$ cat src/source/vliw_params.svh
//====================
// VLIW datapath parameters
// Word widths, bank sizes and z register locations
//====================
`ifndef VLIW_PARAMS_SVH
`define VLIW_PARAMS_SVH

// Data and address widths
`define VLIW_DATA_W       27
`define VLIW_ENTRY_W      4

// Bank geometry
`define VLIW_NUM_ENTRIES  16
`define VLIW_NUM_UNITS    4
`define VLIW_NUM_RD_PORTS 5

// z lives at these entries in every bank's address space
`define VLIW_Z_RE_ENTRY   0
`define VLIW_Z_IM_ENTRY   1

`endif

$ cat src/source/vliw_pkg.sv
//====================
// VLIW datapath types
// Units, read ports, instruction slots and write requests
//====================
`include "vliw_params.svh"

package vliw_pkg;

   typedef logic [`VLIW_DATA_W-1:0]  data_t;
   typedef logic [`VLIW_ENTRY_W-1:0] entry_t;

   // Unit that owns a bank, also the z write priority order
   typedef enum logic [1:0] {
      unit_load,
      unit_neg,
      unit_add,
      unit_mul
   } unit_e;

   typedef enum logic [2:0] {
      port_neg,
      port_add1,
      port_add2,
      port_mul1,
      port_mul2
   } rd_port_e;

   typedef struct packed {
      unit_e  unit;
      entry_t entry;
   } reg_addr_t;

   //====================
   // Instruction slots
   //====================
   typedef struct packed {
      logic      enable;
      reg_addr_t dest;
      data_t     value;
   } load_slot_t;

   typedef struct packed {
      logic      enable;
      reg_addr_t src;
      reg_addr_t dest;
   } neg_slot_t;

   // Shared by add and multiply
   typedef struct packed {
      logic      enable;
      reg_addr_t src1;
      reg_addr_t src2;
      reg_addr_t dest;
   } arith_slot_t;

   typedef struct packed {
      logic   valid;
      entry_t entry;
      data_t  data;
   } wr_req_t;

   typedef entry_t [`VLIW_NUM_RD_PORTS-1:0] rd_addr_t;
   typedef data_t  [`VLIW_NUM_RD_PORTS-1:0] rd_data_t;

endpackage

$ cat src/source/z_register.sv
//====================
// z register
// Real and imaginary z with load, negate, add, multiply write priority
//====================
`timescale 1ns/1ps
`include "vliw_params.svh"

module z_register (
   input  logic              clk,
   input  logic              reset,
   input  vliw_pkg::wr_req_t wr_req [`VLIW_NUM_UNITS],
   output vliw_pkg::data_t   z_re,
   output vliw_pkg::data_t   z_im
);
   import vliw_pkg::*;

   localparam int CNT_W = $clog2(`VLIW_NUM_UNITS + 1);

   data_t            z_re_next;
   data_t            z_im_next;
   logic [CNT_W-1:0] re_writers;
   logic [CNT_W-1:0] im_writers;

   // Walk from lowest to highest priority so the load unit wins last
   always_comb begin
      z_re_next  = z_re;
      z_im_next  = z_im;
      re_writers = '0;
      im_writers = '0;
      for (int u = `VLIW_NUM_UNITS - 1; u >= 0; u--) begin
         if (wr_req[u].valid && wr_req[u].entry == entry_t'(`VLIW_Z_RE_ENTRY)) begin
            z_re_next  = wr_req[u].data;
            re_writers = re_writers + 1'b1;
         end
         if (wr_req[u].valid && wr_req[u].entry == entry_t'(`VLIW_Z_IM_ENTRY)) begin
            z_im_next  = wr_req[u].data;
            im_writers = im_writers + 1'b1;
         end
      end
   end

   always_ff @(posedge clk) begin
      if (reset) begin
         z_re <= '0;
         z_im <= '0;
      end else begin
         z_re <= z_re_next;
         z_im <= z_im_next;
      end
   end

   // Several units hitting one z part in a cycle, resolved by priority
   c_z_re_collision: cover property (@(posedge clk) disable iff (reset) re_writers > 1);
   c_z_im_collision: cover property (@(posedge clk) disable iff (reset) im_writers > 1);

endmodule

$ cat config.mk
export PLATFORM = sky130hd
export DESIGN_NAME = z_register
export DESIGN_NICKNAME = d
export VERILOG_FILES = /design/src/source/vliw_pkg.sv /design/src/source/z_register.sv
export VERILOG_INCLUDE_DIRS = /design/src /design/src/source
export SDC_FILE = /design/constraint.sdc
export NUM_CORES = 1
export LEC_CHECK = 0
export BUFFER_PORTS_ARGS = -buffer_cell sky130_fd_sc_hd__buf_2
export CAP_MARGIN = 0
export CORE_MARGIN = 2
export CORE_UTILIZATION = 48
export CTS_CLUSTER_DIAMETER = 40
export CTS_CLUSTER_SIZE = 8
export DETAILED_ROUTE_END_ITERATION = 8
export GPL_TIMING_DRIVEN = 0
export PLACE_DENSITY = 0.89
export SLEW_MARGIN = 10
export SYNTH_ARGS = -nofsm -noshare
export SYNTH_HDL_FRONTEND = slang
export SYNTH_SLANG_ARGS = --single-unit
$ cat constraint.sdc
create_clock -name clk -period 2.35 [get_ports clk]
set_clock_uncertainty 0.2 [all_clocks]
set_input_delay 0.3525 -clock clk [delete_from_list [all_inputs] [get_ports clk]]
set_output_delay 0.3525 -clock clk [all_outputs]
set_load 0.005 [all_outputs]
==> results.json <==
{
  "gp_congestion": 0.934,
  "fin_tns_setup_ns": 0,
  "seq_area_um2": 1080,
  "max_cap_violations": 0,
  "drv_slew": 0,
  "ys_dominant_reg_cell": "dfxtp_1",
  "vias": 4927,
  "ys_top_cells_by_area": "dfxtp_1 28%, a221oi_2 7.7%, o221ai_2 6.9%",
  "power_frac_seq": 0.444,
  "grt_pass1_wl_um": 23600,
  "place_inst": 717,
  "multi_input_area_um2": 2450,
  "worst_slack_ns": 0.116,
  "initial_utilization": 0.503,
  "drive_gt1_frac": 0.468,
  "core-area_um2": 7810,
  "outcome": "finished clean",
  "die_w_um": 94.4,
  "switching_share": 0.309,
  "yosysWarnings": 0,
  "crit_type": "input port to flip-flop",
  "cts.sinks": 54,
  "grt_overflow": 0,
  "final_antenna_net_count": 0,
  "clk_path_buf_depth": 2,
  "stdcell_count": 731,
  "dp_slack_ns": -0.341,
  "intPower_mw": 1.57,
  "layout_min_cycle_time_ns": 2.23,
  "clock_latency_ns": 0.31,
  "crit_path_start": "wr_req[124]",
  "drc": 0,
  "n_fill_cell": 661,
  "synth_top_cell_by_area": "dfxtp_1",
  "wirelength_um": 15700,
  "syn_to_final_growth_pct": 30.4,
  "firstDrtPassIters": 7,
  "synthArstFlopShare": 0,
  "synth_area_um2": 3920,
  "cts_tree": "done",
  "holdWs_ns": 0.117,
  "grt_max_degree": 16,
  "ys_seq_area_frac": 0.276,
  "avgSynthCellArea_um2": 9.06,
  "cts_root_buf": "clkbuf_8",
  "rr_endpoint": "z_im[26]",
  "power_density_nw_per_um2": 445,
  "syn-num-nets": 563,
  "finalHoldViolCount": 0,
  "drt_iter0_drc": 488,
  "fmax_mhz": 448,
  "cts_buffers": 5,
  "h-tree-depth": 2,
  "hold_start": "wr_req[102]",
  "gr-usage-all-layers": 0.336,
  "cp_max_fo": 10,
  "rows": 32,
  "synth_seq_cells": 54,
  "viasPerCell": 6.74,
  "rsz0062_at_grt": "no",
  "worstPathRequired_ns": 2.32,
  "total_power_mw": 2.28,
  "ys_types": 41,
  "yosysTopAreaCellShare": 0.276,
  "synth_edf_count": 0,
  "io_pins": 184,
  "hp-class": "input port to flip-flop",
  "r2r_cells": 3,
  "antenna_found_initial": 1,
  "leakage_nw": 1.94,
  "post-route-period-util": 0.950,
  "dp_hpwl_um": 11500,
  "r2r_setup_slack_ns": 1.31,
  "synth_cells": 433,
  "portBuffers": 182,
  "crit-reg2reg-launch": "z_im[26]",
  "worst_pin_slew_ns": 0.809,
  "arrival_ns": 2.20,
  "final_nets": 757,
  "die_area_um2": 8910,
  "p_sw_mw": 0.705,
  "peakVddDrop_mv": 0.267,
  "worst_setup_path_start_kind": "input port",
  "grt_pass1_vias": 4919,
  "setup_viol": 0,
  "cp-end-kind": "flip-flop",
  "crit_end": "z_re[2]",
  "die_h_um": 94.4,
  "clkTransAtPathRegs_ns": 0.10,
  "relSlewSlack": 0.460,
  "routedWlPerCell_um": 21.4,
  "p_comb_frac": 0.271,
  "clock_power_share": 0.285
}
worst max-delay path, stage by stage:
cell	delay [ns]
buf_2	0.11
or4b_1	0.51
buf_2	0.19
o22ai_4	0.35
or2_1	0.16
buf_2	0.20
buf_4	0.22
a311oi_1	0.11
per-stage QoR:
stage               instance area [um^2]  utilization
floorplan                           3920            -
global placement                    4960        0.636
detailed placement                  4960        0.636
CTS                                 5110        0.654
global route                        5120        0.655
finish                              5120        0.655
registers in the layout, summed over array words and instances, names as in the netlist:
register  flops
z_im         27
z_re         27
power groups by stage:
stage	Clock (mW)	Sequential, mW	Combinational, mW
after floorplan	0	1.04	0.290
after global placement	0	1.03	0.578
after detailed placement	0	1.03	0.595
after CTS	0.640	1.01	0.600
after global routing	0.666	1.02	0.659
final	0.649	1.01	0.618
synthesized netlist by cell type (all sizes together), types with 24 or more instances:
cell type and n:
dfxtp 54, nor3 52, inv 31, nand2 31, a22oi 28, buf 28
a311oi 27, a221oi 25, a311o 25, nand3 25, o21ai 25, o221ai 25
clkbuf 24
how the worst min path moves through the flow:
stage               endpoint  depth (start not counted)
finish               z_re[6]                          3
CTS                 z_re[18]                          3
detailed placement  z_im[16]                          2
floorplan           z_im[10]                          2
global placement    z_im[10]                          2
global route        z_re[22]                          3
repair_timing:
| item | CTS | global route |
|---|---|---|
| setup buffers | 5 | 0 |
| pin swaps | 1 | 0 |
| resized for setup | 0 | 1 |
| endpoints found under the setup margin | 1 | 1 |
| hold buffers | 0 | 0 |
placed cells by master, fill, tap and decap left out, types with 20 or more instances in the layout:
| cell type | synthesis | layout |
|---|---|---|
| a22oi_2 | 20 | 20 |
| nor3_1 | 52 | 52 |
| a311oi_1 | 27 | 27 |
| inv_1 | 30 | 30 |
| dfxtp_1 | 54 | 54 |
| clkbuf_1 | 23 | 25 |
| o21ai_0 | 25 | 25 |
| nand2_1 | 31 | 31 |
| a221oi_2 | 20 | 20 |
| nand3_1 | 25 | 25 |
| buf_2 | 16 | 198 |
| a311o_1 | 25 | 25 |
logic make-up after synthesis:
kind of cell / count (synthesis) / share of synthesized area
AO/OA/AOI/OAI: 169 / 0.447
buffers and inverters: 83 / 0.102
flip-flops: 54 / 0.276
AND/OR/NAND/NOR: 127 / 0.175
layer usage:
metal,routed length (um),share of wire,track usage
met1,5700,0.36,0.406
met5,0,0,0
met4,697,0.044,0.178
met3,2000,0.13,0.0630
met2,7270,0.46,0.565
area by class of cell:
class | instances | share of cell area
multi-input cells | 296 | 0.479
flip-flops and latches | 54 | 0.211
repair buffers | 187 | 0.185
plain buffers | 52 | 0.0555
well taps | 102 | 0.0249
inverters | 31 | 0.0227
clock buffers | 7 | 0.0149
clock inverters | 1 | 0.00587
diodes | 1 | 0.000489
Power figures use the tool's default switching activity.
