`src/source/vliw_params.svh`:
```
//====================
// VLIW datapath parameters
// Word widths, bank sizes and z register locations
//====================
`ifndef VLIW_PARAMS_SVH
`define VLIW_PARAMS_SVH

// Data and address widths
`define VLIW_DATA_W       27
`define VLIW_ENTRY_W      4

// Bank geometry
`define VLIW_NUM_ENTRIES  16
`define VLIW_NUM_UNITS    4
`define VLIW_NUM_RD_PORTS 5

// z lives at these entries in every bank's address space
`define VLIW_Z_RE_ENTRY   0
`define VLIW_Z_IM_ENTRY   1

`endif

```
`src/source/vliw_pkg.sv`:
```
//====================
// VLIW datapath types
// Units, read ports, instruction slots and write requests
//====================
`include "vliw_params.svh"

package vliw_pkg;

   typedef logic [`VLIW_DATA_W-1:0]  data_t;
   typedef logic [`VLIW_ENTRY_W-1:0] entry_t;

   // Unit that owns a bank, also the z write priority order
   typedef enum logic [1:0] {
      unit_load,
      unit_neg,
      unit_add,
      unit_mul
   } unit_e;

   typedef enum logic [2:0] {
      port_neg,
      port_add1,
      port_add2,
      port_mul1,
      port_mul2
   } rd_port_e;

   typedef struct packed {
      unit_e  unit;
      entry_t entry;
   } reg_addr_t;

   //====================
   // Instruction slots
   //====================
   typedef struct packed {
      logic      enable;
      reg_addr_t dest;
      data_t     value;
   } load_slot_t;

   typedef struct packed {
      logic      enable;
      reg_addr_t src;
      reg_addr_t dest;
   } neg_slot_t;

   // Shared by add and multiply
   typedef struct packed {
      logic      enable;
      reg_addr_t src1;
      reg_addr_t src2;
      reg_addr_t dest;
   } arith_slot_t;

   typedef struct packed {
      logic   valid;
      entry_t entry;
      data_t  data;
   } wr_req_t;

   typedef entry_t [`VLIW_NUM_RD_PORTS-1:0] rd_addr_t;
   typedef data_t  [`VLIW_NUM_RD_PORTS-1:0] rd_data_t;

endpackage

```
`src/source/exec_units.sv`:
```
//====================
// Execution units
// Negate, multiply and a one-stage adder, one write request per unit
//====================
`timescale 1ns/1ps
`include "vliw_params.svh"

module exec_units (
   input  logic                  clk,
   input  logic                  reset,
   input  vliw_pkg::load_slot_t  load_slot,
   input  vliw_pkg::neg_slot_t   neg_slot,
   input  vliw_pkg::arith_slot_t add_slot,
   input  vliw_pkg::arith_slot_t mul_slot,
   input  vliw_pkg::data_t       operand [`VLIW_NUM_RD_PORTS],
   output vliw_pkg::wr_req_t     wr_req  [`VLIW_NUM_UNITS]
);
   import vliw_pkg::*;

   data_t                      neg_result;
   logic [2*`VLIW_DATA_W-1:0]  mul_full;
   data_t                      mul_result;

   // Add pipeline stage
   logic                       add_valid;
   entry_t                     add_entry;
   data_t                      add_sum;

   // Wrapping two's-complement negate
   assign neg_result = -operand[port_neg];

   // Only the low word of the product is kept
   assign mul_full   = operand[port_mul1] * operand[port_mul2];
   assign mul_result = mul_full[`VLIW_DATA_W-1:0];

   always_ff @(posedge clk) begin
      if (reset) begin
         add_valid <= 1'b0;
      end else begin
         add_valid <= add_slot.enable;
      end
   end

   always_ff @(posedge clk) begin
      add_entry <= add_slot.dest.entry;
      add_sum   <= operand[port_add1] + operand[port_add2];
   end

   //====================
   // Write requests
   //====================
   always_comb begin
      wr_req[unit_load].valid = load_slot.enable;
      wr_req[unit_load].entry = load_slot.dest.entry;
      wr_req[unit_load].data  = load_slot.value;

      wr_req[unit_neg].valid  = neg_slot.enable;
      wr_req[unit_neg].entry  = neg_slot.dest.entry;
      wr_req[unit_neg].data   = neg_result;

      // Adder writes one cycle after issue
      wr_req[unit_add].valid  = add_valid;
      wr_req[unit_add].entry  = add_entry;
      wr_req[unit_add].data   = add_sum;

      wr_req[unit_mul].valid  = mul_slot.enable;
      wr_req[unit_mul].entry  = mul_slot.dest.entry;
      wr_req[unit_mul].data   = mul_result;
   end

   // Pipeline valid must stay defined once out of reset
   a_add_valid_known: assert property (
      @(posedge clk) disable iff (reset)
      !$isunknown(add_valid)
   ) else $error("add pipeline valid is unknown");

endmodule

```
`config.mk`:
```
export PLATFORM = sky130hd
export DESIGN_NAME = exec_units
export DESIGN_NICKNAME = d
export VERILOG_FILES = /design/src/source/vliw_pkg.sv /design/src/source/exec_units.sv
export VERILOG_INCLUDE_DIRS = /design/src /design/src/source
export SDC_FILE = /design/constraint.sdc
export NUM_CORES = 1
export LEC_CHECK = 0
export BUFFER_PORTS_ARGS = -buffer_cell sky130_fd_sc_hd__buf_2
export CAP_MARGIN = 20
export CORE_UTILIZATION = 35
export CTS_CLUSTER_DIAMETER = 80
export DETAILED_ROUTE_END_ITERATION = 8
export GPL_TIMING_DRIVEN = 0
export PLACE_DENSITY = 0.67
export SLEW_MARGIN = 20
export SYNTH_ARGS = -nofsm -noshare
export SYNTH_HDL_FRONTEND = slang
export SYNTH_SLANG_ARGS = --single-unit
```
`constraint.sdc`:
```
create_clock -name clk -period 9.2 [get_ports clk]
set_clock_uncertainty 0.15 [all_clocks]
set_input_delay 0.92 -clock clk [delete_from_list [all_inputs] [get_ports clk]]
set_output_delay 0.92 -clock clk [all_outputs]
set_load 0.02 [all_outputs]
```
==> results.py <==
metrics = {
    "route": {
        "wl_met1_um": 15200,
        "firstDrtPassIters": 4,
        "top_layer_used": "met4",
        "wl_met3_um": 3410,
        "vias_per_cell": 4.82,
        "first_iter_violations": 633,
        "drc": 0,
        "vias": 11600,
        "ant_nets": 0,
        "drt-total-wl_um": 39400,
        "wl_met2_um": 19000,
        "wire_per_inst_um": 16.3,
    },
    "logic_synthesis": {
        "ys_seq_elements": 32,
        "syn_area_mm2": 0.0140,
        "synth_flop_cell": "dfxtp_1",
        "synth.distinct_cells": 47,
        "synth_area_leaders": "fa_1 40%, ha_1 11%, inv_1 9.7%",
        "synth_top_cell_by_area": "fa_1",
        "async_reset_ff_frac": 0,
        "synth_nets": 2251,
        "synth.most_common_cell": "inv_1",
        "synthTopCellsByCount": "360 x inv_1, 281 x fa_1, 209 x and2_1, 191 x nand2_1, 124 x ha_1",
        "yosys_warnings": 0,
        "synth.avg_cell_area_um2": 8.61,
        "synth_top_area_frac": 0.402,
        "synth_edf_count": 0,
        "synth_cells": 1624,
        "synth-seq-area-share": 0.0458,
    },
    "global_routing": {
        "grt_max_degree": 13,
        "grtUsageTotal": 0.197,
        "antenna_found_initial": 0,
        "grt_pass1_wl_um": 63200,
        "grt_pass1_vias": 12200,
        "grt.overflow.total": 0,
    },
    "timing": {
        "holdWs_ns": 0.592,
        "finalCriticalPeriod_ns": 8.89,
        "hold_viol_final": 0,
        "setup_viol": 0,
        "worst_pin_slew_ns": 0.872,
        "rsz0062_at_grt": "no",
        "finalMaxSlewViolations": 0,
        "finalCritPeriodShare": 0.967,
        "fmax_mhz": 112,
        "maxSlewHeadroom": 0.419,
    },
    "worst_setup_path": {
        "critPathArrivalTime_ns": 7.82,
        "endpoint_kind": "primary output",
        "crit_required_ns": 8.13,
        "worstSetupPathType": "input pin to primary output",
        "critPathLaunchType": "input pin",
        "worstPathMaxFanout": 10,
    },
    "min_path": {
        "hold_start": "add_slot[0]",
        "holdPathStages": 1,
        "hp-class": "input pin to flip-flop",
        "min_to": "add_entry[0]$_DFF_P_",
    },
    "cts": {
        "clock_tree.buffer_depth": 2,
        "path_clk_slew_ns": 0.05,
        "hold_buffers": 0,
        "cts.sinks": 32,
        "cts-buffers-inserted": 5,
        "cts_root_buffer": "clkbuf_16",
        "postCtsSetupBuffers": 0,
        "cts_tree": "yes",
        "htreeDepth": 2,
    },
    "die": {
        "core_region_area_mm2": 0.0390,
        "die_h_um": 202,
        "die-width_um": 202,
        "ios": 350,
        "num_rows": 72,
        "die_area_mm2": 0.0407,
        "start_util": 0.358,
    },
    "placed_design": {
        "globalplace.congestion": 0.924,
        "place_hpwl_um": 33500,
        "placement.io_buffers": 267,
    },
    "final_layout": {
        "fill_cells": 3880,
        "drive_above_1_share": 0.181,
        "nNetsFinal": 2522,
        "diodes": 0,
        "area_growth_pct": 15.4,
    },
    "flow_run": {
        "drv_cap": 0,
    },
    "outcome": {
        "status": "completed",
    },
}
-- timing repair --
item | in CTS | in global routing
setup endpoints to repair | 1 | 1
resized for setup | 5 | 33
cloned | 0 | 0
-- cells by family after synthesis --
family          after synthesis  synth area share
compound gates              109            0.0498
xor+xnor                    110            0.0689
fa+ha+maj                   405             0.513
buf+inv                     457             0.135
flops                        32            0.0458
mux                           1          0.000716
simple gates                510             0.187
-- through the flow --
stage / std cells / setup TNS, ns / util / worst slack [ns] / area [µm²]
after floorplan: 1624 / 0 / - / 1.25 / 14000
after global placement: 2409 / -0.178 / 0.409 / -0.178 / 16000
after detailed placement: 2409 / -0.232 / 0.409 / -0.232 / 16000
after CTS: 2413 / 0 / 0.413 / 0.00549 / 16100
after global routing: 2413 / 0 / 0.414 / 0.0224 / 16100
final: 2413 / 0 / 0.414 / 0.308 / 16100
-- state kept, by name, indices dropped and copies added, names as in the netlist --
register,flops
add_valid,1
add_entry,4
add_sum,27
-- cell type report --
cell class | count | area [µm²] | share of cell area
plain buffers | 94 | 543 | 0.0337
clock buffers | 7 | 153 | 0.00946
inverters | 360 | 1350 | 0.0838
multi-input cells | 1135 | 11500 | 0.710
flip-flops and latches | 32 | 641 | 0.0397
well taps | 518 | 648 | 0.0402
repair buffers | 267 | 1340 | 0.0828
-- per-layer routing --
| metal | track usage | vias to the layer above |
|---|---|---|
| met1 | 0.239 | 5655 |
| li1 | - | 5310 |
| met3 | 0.0295 | 88 |
| met2 | 0.344 | 583 |
| met5 | 0 | - |
| met4 | 0.0863 | 0 |
-- worst max path at each step --
stage	startpoint	end	slack, ns	cells after the start
2_1_floorplan	operand[7]	wr_req[26]	1.25	23
3_3_place_gp	operand[34]	wr_req[26]	-0.18	24
3_5_place_dp	operand[7]	wr_req[26]	-0.23	24
4_1_cts	operand[8]	wr_req[26]	0.005	23
5_1_grt	operand[32]	wr_req[26]	0.02	24
6_report	operand[32]	wr_req[26]	0.31	24
-- cells in the final DEF, fill, tap and decap left out, types with 6 or more instances in the layout --
cell type / synthesis / layout
inv_1: 360 / 360
fa_1: 281 / 281
buf_2: 1 / 268
and2_1: 209 / 209
nand2_1: 191 / 191
ha_1: 124 / 124
xnor2_1: 91 / 91
nor2_1: 51 / 51
buf_4: 44 / 44
dfxtp_1: 32 / 32
clkbuf_1: 52 / 30
a21oi_1: 30 / 30
o21ai_0: 23 / 23
clkbuf_2: 0 / 19
xor2_1: 19 / 19
nor3_1: 14 / 14
o21a_1: 12 / 12
a21o_1: 11 / 11
a211oi_1: 7 / 7
nor2b_1: 7 / 7
o211ai_1: 6 / 6
or3_1: 6 / 6
-- critical path, stage by stage --
cell      delay [ns]
buf_2           0.16
clkbuf_1        0.66
and2_1          0.26
fa_1            0.39
inv_1           0.08
fa_1            0.43
fa_1            0.49
inv_1           0.04
ha_1            0.18
fa_1            0.46
fa_1            0.55
inv_1           0.05
fa_1            0.49
inv_1           0.05
ha_1            0.35
nand2_1         0.06
o21ai_0         0.37
nor4_1          0.09
a21oi_1         0.49
a41o_1          0.32
o41ai_2         0.10
o21ai_0         0.43
xnor2_1         0.18
buf_2           0.19
Power is not shown: default switching activity piles up to over one toggle a cycle in this logic, so the estimate is an artifact.
