==> config.mk <==
export PLATFORM = sky130hd
export DESIGN_NAME = operand_router
export DESIGN_NICKNAME = d
export VERILOG_FILES = /design/src/source/vliw_pkg.sv /design/src/source/operand_router.sv
export VERILOG_INCLUDE_DIRS = /design/src /design/src/source
export SDC_FILE = /design/constraint.sdc
export NUM_CORES = 1
export LEC_CHECK = 0
export BUFFER_PORTS_ARGS = -buffer_cell sky130_fd_sc_hd__buf_2
export CAP_MARGIN = 10
export CORE_AREA = 4 4 302 304
export DETAILED_ROUTE_END_ITERATION = 6
export DIE_AREA = 0 0 306 308
export GPL_ROUTABILITY_DRIVEN = 0
export SLEW_MARGIN = 5
export SYNTH_ARGS = -nofsm -noshare
export SYNTH_HDL_FRONTEND = slang
export SYNTH_SLANG_ARGS = --single-unit
==> constraint.sdc <==
create_clock -name vclk -period 1.6
set_clock_uncertainty 0.05 [all_clocks]
set_input_delay 0.08 -clock vclk [all_inputs]
set_output_delay 0.08 -clock vclk [all_outputs]
set_load 0.05 [all_outputs]
==> src/source/vliw_params.svh <==
//====================
// VLIW datapath parameters
// Word widths, bank sizes and z register locations
//====================
`ifndef VLIW_PARAMS_SVH
`define VLIW_PARAMS_SVH

// Data and address widths
`define VLIW_DATA_W       27
`define VLIW_ENTRY_W      4

// Bank geometry
`define VLIW_NUM_ENTRIES  16
`define VLIW_NUM_UNITS    4
`define VLIW_NUM_RD_PORTS 5

// z lives at these entries in every bank's address space
`define VLIW_Z_RE_ENTRY   0
`define VLIW_Z_IM_ENTRY   1

`endif

==> src/source/vliw_pkg.sv <==
//====================
// VLIW datapath types
// Units, read ports, instruction slots and write requests
//====================
`include "vliw_params.svh"

package vliw_pkg;

   typedef logic [`VLIW_DATA_W-1:0]  data_t;
   typedef logic [`VLIW_ENTRY_W-1:0] entry_t;

   // Unit that owns a bank, also the z write priority order
   typedef enum logic [1:0] {
      unit_load,
      unit_neg,
      unit_add,
      unit_mul
   } unit_e;

   typedef enum logic [2:0] {
      port_neg,
      port_add1,
      port_add2,
      port_mul1,
      port_mul2
   } rd_port_e;

   typedef struct packed {
      unit_e  unit;
      entry_t entry;
   } reg_addr_t;

   //====================
   // Instruction slots
   //====================
   typedef struct packed {
      logic      enable;
      reg_addr_t dest;
      data_t     value;
   } load_slot_t;

   typedef struct packed {
      logic      enable;
      reg_addr_t src;
      reg_addr_t dest;
   } neg_slot_t;

   // Shared by add and multiply
   typedef struct packed {
      logic      enable;
      reg_addr_t src1;
      reg_addr_t src2;
      reg_addr_t dest;
   } arith_slot_t;

   typedef struct packed {
      logic   valid;
      entry_t entry;
      data_t  data;
   } wr_req_t;

   typedef entry_t [`VLIW_NUM_RD_PORTS-1:0] rd_addr_t;
   typedef data_t  [`VLIW_NUM_RD_PORTS-1:0] rd_data_t;

endpackage

==> src/source/operand_router.sv <==
//====================
// Operand router
// Picks each source operand from z or from the named unit's bank
//====================
`timescale 1ns/1ps
`include "vliw_params.svh"

module operand_router (
   input  vliw_pkg::reg_addr_t src_addr  [`VLIW_NUM_RD_PORTS],
   input  vliw_pkg::rd_data_t  bank_data [`VLIW_NUM_UNITS],
   input  vliw_pkg::data_t     z_re,
   input  vliw_pkg::data_t     z_im,
   output vliw_pkg::rd_addr_t  rd_addr,
   output vliw_pkg::data_t     operand   [`VLIW_NUM_RD_PORTS]
);
   import vliw_pkg::*;

   localparam entry_t ZRE = entry_t'(`VLIW_Z_RE_ENTRY);
   localparam entry_t ZIM = entry_t'(`VLIW_Z_IM_ENTRY);

   //====================
   // Bank addressing
   //====================
   // Every bank gets the same entry per port, unit field only steers the mux
   always_comb begin
      for (int p = 0; p < `VLIW_NUM_RD_PORTS; p++) begin
         rd_addr[p] = src_addr[p].entry;
      end
   end

   //====================
   // Operand select
   //====================
   always_comb begin
      for (int p = 0; p < `VLIW_NUM_RD_PORTS; p++) begin
         // z entries override the unit field
         if (src_addr[p].entry == ZRE) begin
            operand[p] = z_re;
         end else if (src_addr[p].entry == ZIM) begin
            operand[p] = z_im;
         end else begin
            case (src_addr[p].unit)
               unit_load: operand[p] = bank_data[unit_load][p];
               unit_neg:  operand[p] = bank_data[unit_neg][p];
               unit_add:  operand[p] = bank_data[unit_add][p];
               unit_mul:  operand[p] = bank_data[unit_mul][p];
               default:   operand[p] = '0;
            endcase
         end
      end
   end

endmodule

==> impl_metrics.env, run 1 <==
export IMPL_ir_worst_vdd_mv=0.223
export IMPL_cp_max_fo=7
export IMPL_synth_top_cell_area_share_pct=44.8
export IMPL_ys_types=10
export IMPL_hp_class="primary input to output port"
export IMPL_rows=109
export IMPL_drtIter0Drc=526
export IMPL_nNetsFinal=1872
export IMPL_first_global_vias=9378
export IMPL_place_area_um2=12300
export IMPL_viasPerCell=3.60
export IMPL_layout_drive_gt1_share_pct=98.6
export IMPL_status="finished clean"
export IMPL_final_common_cell="buf_2"
export IMPL_rsz0062_at_grt="yes"
export IMPL_fin_area_um2=13000
export IMPL_nClkBuffers=0
export IMPL_dieArea_um2=94200
export IMPL_syn_num_nets=1109
export IMPL_max_freq_ghz=0.625
export IMPL_crit_path_end_kind="output port"
export IMPL_antenna_left=0
export IMPL_core_area_um2=88200
export IMPL_setup_viol=0
export IMPL_ys_top_cells_by_area="mux2_2 (45%), mux4_2 (33%), mux4_1 (14%), buf_4 (3.3%), buf_6 (2.5%)"
export IMPL_hold_viol=0
export IMPL_worst_slew_pin_slew_ns=0.300
export IMPL_maxSlewViolCount=0
export IMPL_die_h_um=308
export IMPL_p_sw_share_pct=58.1
export IMPL_cts_hold_buf=0
export IMPL_grt_max_degree=29
export IMPL_dpl_hpwl_mm=57.4
export IMPL_power_switching_mw=3.33
export IMPL_period_share_pct=100
export IMPL_seqCellArea_um2=0
export IMPL_drv_cap=0
export IMPL_vias=8702
export IMPL_yosysTopAreaCell="mux2_2"
export IMPL_combPwrFrac_pct=100.0
export IMPL_routedWlPerCell_um=27.3
export IMPL_synth_avg_cell_area_um2=14.0
export IMPL_grt_overflow_total=0
export IMPL_port_buffers=779
export IMPL_critPathRequiredTime_ns=1.47
export IMPL_ys_warn_count=0
export IMPL_critPathKind="primary input to output port"
export IMPL_powerDensity_nw_per_um2=439
export IMPL_syn2layout_area_growth_pct=92.3
export IMPL_ys_seq_area_share_pct=0
export IMPL_grtUsageTotal_pct=12.9
export IMPL_drc=0
export IMPL_first_pass_iters=5
export IMPL_antenna_found_initial=27
export IMPL_layout_common_cells="buf_2 (708), mux2_2 (261), mux4_2 (117)"
export IMPL_drt_wl_total_mm=66.0
export IMPL_period_needed_ns=1.60
export IMPL_grt_pass1_wl_mm=82.8
export IMPL_fp_dieW_um=306
export IMPL_p_leak_nw=5.70
export IMPL_max_slew_margin_rel_pct=80.0
export IMPL_pin_count=779
export IMPL_netlist_area_um2=6780
export IMPL_internal_power_mw=2.40
export IMPL_start_kind="primary input"
export IMPL_critical_path_arrival_ns=1.47
export IMPL_p_seq_share_pct=0
export IMPL_syn_inst=485
export IMPL_clkPwrFrac_pct=0
export IMPL_seq_cell_count=0
export IMPL_setup_tns_final_ns=0
export IMPL_start_util_pct=7.69
## logic make-up (layout without fill, tap and decap cells)
group | count (synthesis) | count (layout) | synth area share (%)
buffers and inverters | 75 | 836 | 7.69
multiplexers | 405 | 405 | 91.6
other | 0 | 9 | 0
AND/OR/NAND/NOR | 5 | 5 | 0.738
## power groups by stage
stage / combinational, mW / sequential (mW) / clock [mW]
after floorplan: 3.21 / 0 / 0
after global placement: 5.34 / 0 / 0
after detailed placement: 5.37 / 0 / 0
after CTS: 5.76 / 0 / 0
after global routing: 5.98 / 0 / 0.000000419
final: 5.73 / 0 / 0.000000789
## repair_timing
action | 4_1_cts | 5_1_grt
buffers inserted | 1 | 0
cloned | 8 | 1
gates resized for setup | 141 | 35
endpoints found under the setup margin | 95 | 33
## critical path, stage by stage
cell    delay [ns]
buf_16        0.13
buf_12        0.14
buf_6         0.11
mux4_2        0.53
mux2_4        0.30
buf_12        0.15
## metrics by stage
step	cells	util [%]	setup WS [ns]	power [mW]	hold WS [ns]
floorplan	485	-	0.119	3.21	0.277
finish	2420	14.8	0.000378	5.73	0.433
global placement	2401	14.0	-0.200	5.34	0.433
global route	2416	14.8	-0.0352	5.98	0.440
detailed placement	2401	14.0	-0.208	5.37	0.434
CTS	2410	14.7	-0.0164	5.76	0.434
## layout make-up
cell class | instances | area [um2]
fill | 10000 | 75200
antenna | 9 | 22.5
tap | 1165 | 1460
multi-input combinational | 410 | 6260
timing repair buffer | 836 | 5310
## cells in the mapped netlist
master / number
mux2_2: 270
mux4_2: 100
mux4_1: 35
buf_4: 30
buf_1: 17
buf_6: 15
buf_2: 8
nor3_2: 5
clkbuf_2: 4
clkbuf_1: 1
## metal layers
metal	up-vias	part of all wire, %	track usage (%)
met4	0	2.8	2.82
met5	-	0	0
met2	674	51	24.0
met3	76	8.5	2.78
met1	4322	38	15.2
li1	3630	-	-
## path summary, 6_finish.rpt
check	startpoint	endpoint	slack (ns)	cells past startpoint
setup / recovery	src_addr[16]	operand[79]	0.0004	6
hold / removal	src_addr[27]	rd_addr[3]	0.43	2
Note: power is estimated with default switching activity, not from simulation.
==> inputs of run 2 (changes only) <==
==> constraint.sdc (replaced) <==
create_clock -name vclk -period 1.6
set_clock_uncertainty 0.05 [all_clocks]
set_input_delay 0 -clock vclk [all_inputs]
set_output_delay 0 -clock vclk [all_outputs]
set_load 0.05 [all_outputs]
==> impl_metrics.env, run 2 (same netlist as run 1, synthesis figures left out) <==
export IMPL_status="finished clean"
export IMPL_routedWlPerCell_um=26.3
export IMPL_first_global_vias=9417
export IMPL_dieArea_um2=94200
export IMPL_drc=0
export IMPL_final_common_cell="buf_2"
export IMPL_first_pass_iters=6
export IMPL_period_share_pct=98.3
export IMPL_vias=8586
export IMPL_grtUsageTotal_pct=12.4
export IMPL_period_needed_ns=1.57
export IMPL_port_buffers=779
export IMPL_grt_pass1_wl_mm=80.4
export IMPL_worst_slew_pin_slew_ns=0.391
export IMPL_pin_count=779
export IMPL_layout_common_cells="buf_2 (777), mux2_2 (270), mux4_2 (101)"
export IMPL_start_kind="primary input"
export IMPL_dp_slack_ns=-0.0591
export IMPL_critPathKind="primary input to output port"
export IMPL_rsz0062_at_grt="yes"
export IMPL_setup_viol=0
export IMPL_layout_drive_gt1_share_pct=97.2
export IMPL_syn2layout_area_growth_pct=81.4
export IMPL_cts_resized=3
export IMPL_ir_worst_vdd_mv=0.161
export IMPL_min_from="src_addr[19]"
export IMPL_cts_hold_buf=0
export IMPL_powerDensity_nw_per_um2=431
export IMPL_power_switching_mw=3.24
export IMPL_viasPerCell=3.56
export IMPL_seqCellArea_um2=0
export IMPL_fin_area_um2=12300
export IMPL_die_h_um=308
export IMPL_critical_path_arrival_ns=1.52
export IMPL_critPathRequiredTime_ns=1.55
export IMPL_antenna_left=0
export IMPL_start_util_pct=7.69
export IMPL_core_area_um2=88200
export IMPL_nFillCells=10100
export IMPL_place_area_um2=12300
export IMPL_nClkBuffers=0
export IMPL_maxSlewViolCount=0
export IMPL_drt_wl_total_mm=63.3
export IMPL_grt_max_degree=29
export IMPL_p_seq_share_pct=0
export IMPL_multi_input_area_um2=6290
export IMPL_antenna_found_initial=27
export IMPL_rows=109
export IMPL_max_freq_ghz=0.636
export IMPL_drtIter0Drc=533
export IMPL_crit_path_end_kind="output port"
export IMPL_fp_dieW_um=306
export IMPL_internal_power_mw=2.07
export IMPL_cp_max_fo=13
export IMPL_p_leak_nw=5.41
export IMPL_hp_class="primary input to output port"
export IMPL_critPathLaunch="src_addr[16]"
export IMPL_whs_ns=0.274
export IMPL_dpl_hpwl_mm=57.2
export IMPL_max_slew_margin_rel_pct=74.1
export IMPL_grt_overflow_total=0
export IMPL_p_sw_share_pct=61.1
export IMPL_combPwrFrac_pct=100.0
export IMPL_clkPwrFrac_pct=0
export IMPL_drv_cap=0
export IMPL_cts_setup_buffers=0
export IMPL_seq_cell_count=0
export IMPL_nNetsFinal=1855
export IMPL_worst_slack_ns=0.0268
export IMPL_hold_viol=0
[run 2: power by group through the flow]
stage,sequential (mW),clock [mW],combinational [mW]
5_1_grt,0,0.000000930,5.56
3_5_place_dp,0,0,5.36
2_1_floorplan,0,0,3.21
4_1_cts,0,0,5.38
6_report,0,0.00000108,5.31
3_3_place_gp,0,0,5.32
[run 2: through the flow]
stage / util [%] / power [mW] / std cells / TNS [ns]
after detailed placement: 13.9 / 5.36 / 2394 / -0.231
after global routing: 13.9 / 5.56 / 2405 / -0.00460
after CTS: 13.9 / 5.38 / 2394 / 0
final: 13.9 / 5.31 / 2410 / 0
after floorplan: - / 3.21 / 485 / 0
after global placement: 13.9 / 5.32 / 2394 / -0.195
[run 2: worst paths after layout]
path / cells past startpoint / endpoint / slack (ns)
max: 6 / operand[74] / 0.03
min: 2 / rd_addr[5] / 0.27
[run 2: layout make-up]
cell class | count | share of cell area, %
diodes | 16 | 0.325
repair buffers | 819 | 36.7
well taps | 1165 | 11.8
multi-input cells | 410 | 51.1
[run 2: worst max-delay path: stages]
cell and delay [ns]:
buf_2 0.12, buf_12 0.16, buf_4 0.15, mux4_2 0.53, mux2_2 0.33, buf_2 0.23
[run 2: routing by layer]
layer	vias up	wire [um]	track usage, %
met2	673	31600	22.4
met1	4218	23800	14.6
met3	69	5860	2.89
li1	3624	-	-
met4	2	1990	3.46
met5	-	9	0
==> inputs of run 3 (changes only) <==
Settings changed: CELL_PAD_IN_SITES_DETAIL_PLACEMENT set to 0, CELL_PAD_IN_SITES_GLOBAL_PLACEMENT set to 1, CORE_AREA 4 4 302 304 to 4 4 300 302, DIE_AREA 0 0 306 308 to 0 0 304 306, PLACE_DENSITY_LB_ADDON set to 0.1.
==> impl_metrics.env, run 3 (same netlist as run 1, synthesis figures left out) <==
export IMPL_status="finished clean"
export IMPL_final_common_cell="buf_2"
export IMPL_placed_cells=2395
export IMPL_setup_viol=0
export IMPL_crit_path_end_kind="output port"
export IMPL_core_area_um2=87700
export IMPL_power_switching_mw=3.17
export IMPL_grt_overflow_total=0
export IMPL_start_util_pct=7.74
export IMPL_period_share_pct=96.7
export IMPL_rsz0062_at_grt="no"
export IMPL_place_area_um2=12400
export IMPL_cts_setup_buffers=0
export IMPL_hp_class="primary input to output port"
export IMPL_grt_max_degree=28
export IMPL_p_sw_share_pct=60.3
export IMPL_first_global_vias=9343
export IMPL_grt_pass1_wl_mm=88.6
export IMPL_critical_path_arrival_ns=1.50
export IMPL_grtUsageTotal_pct=13.8
export IMPL_cts_hold_buf=0
export IMPL_start_kind="primary input"
export IMPL_powerDensity_nw_per_um2=424
export IMPL_ir_worst_vdd_mv=0.153
export IMPL_maxSlewViolCount=0
export IMPL_fin_area_um2=12400
export IMPL_cp_max_fo=11
export IMPL_routedWlPerCell_um=28.4
export IMPL_cts_resized=3
export IMPL_critPathRequiredTime_ns=1.55
export IMPL_dieArea_um2=93000
export IMPL_worst_slack_ns=0.0520
export IMPL_p_seq_share_pct=0
export IMPL_max_freq_ghz=0.646
export IMPL_power_mw=5.25
export IMPL_drtIter0Drc=238
export IMPL_critPathKind="primary input to output port"
export IMPL_worst_slew_pin_slew_ns=0.382
export IMPL_combPwrFrac_pct=100.0
export IMPL_seqCellArea_um2=0
export IMPL_fp_dieW_um=304
export IMPL_layout_common_cells="buf_2 (776), mux2_2 (270), mux4_2 (102)"
export IMPL_rows=109
export IMPL_stdcell_count=2407
export IMPL_syn2layout_area_growth_pct=82.6
export IMPL_viasPerCell=3.39
export IMPL_nClkBuffers=0
export IMPL_p_leak_nw=5.44
export IMPL_port_buffers=779
export IMPL_antenna_found_initial=37
export IMPL_drt_wl_total_mm=68.3
export IMPL_nNetsFinal=1856
export IMPL_antenna_left=0
export IMPL_vias=8166
export IMPL_drv_cap=0
export IMPL_seq_cell_count=0
export IMPL_dp_slack_ns=-0.0531
export IMPL_layout_drive_gt1_share_pct=97.3
export IMPL_pin_count=779
export IMPL_clkPwrFrac_pct=0
export IMPL_die_h_um=306
export IMPL_internal_power_mw=2.08
export IMPL_max_slew_margin_rel_pct=74.4
export IMPL_period_needed_ns=1.55
export IMPL_drc=0
export IMPL_hold_viol=0
export IMPL_dpl_hpwl_mm=61.8
export IMPL_first_pass_iters=4
## run 3: through the flow
stage / utilization (%) / hold slack (ns) / setup TNS (ns)
2_1_floorplan: - / 0.117 / 0
3_3_place_gp: 14.1 / 0.274 / -0.0821
3_5_place_dp: 14.1 / 0.274 / -0.0695
4_1_cts: 14.1 / 0.274 / 0
5_1_grt: 14.1 / 0.279 / 0
6_report: 14.1 / 0.272 / 0
## run 3: per-layer routing
layer,vias up,share of wire [%],GRT usage (%)
li1,3617,-,-
met1,4003,37,15.1
met2,476,55,27.9
met3,50,7.3,3.70
met4,20,0.47,0.242
met5,-,0.19,0
## run 3: worst max-delay path, stage by stage
cell and delay (ns):
buf_2 0.14, buf_12 0.19, mux4_2 0.60, mux2_2 0.29, buf_2 0.24
## run 3: power groups by stage
stage          clock network, mW  logic [mW]  registers (mW)
2_1_floorplan                  0        3.21               0
3_3_place_gp                   0        5.40               0
3_5_place_dp                   0        5.37               0
4_1_cts                        0        5.40               0
5_1_grt              0.000000167        5.54               0
6_report              0.00000113        5.25               0
## run 3: layout make-up
cell class         count  area (um2)
diodes                12        30.0
fillers            10000       75300
multi-input cells    410        6290
well taps           1165        1460
repair buffers       820        4610
## run 3: final timing paths
path / start / to / slack, ns / cells after the start
max: src_addr[10] / operand[40] / 0.05 / 5
min: src_addr[25] / rd_addr[1] / 0.27 / 2
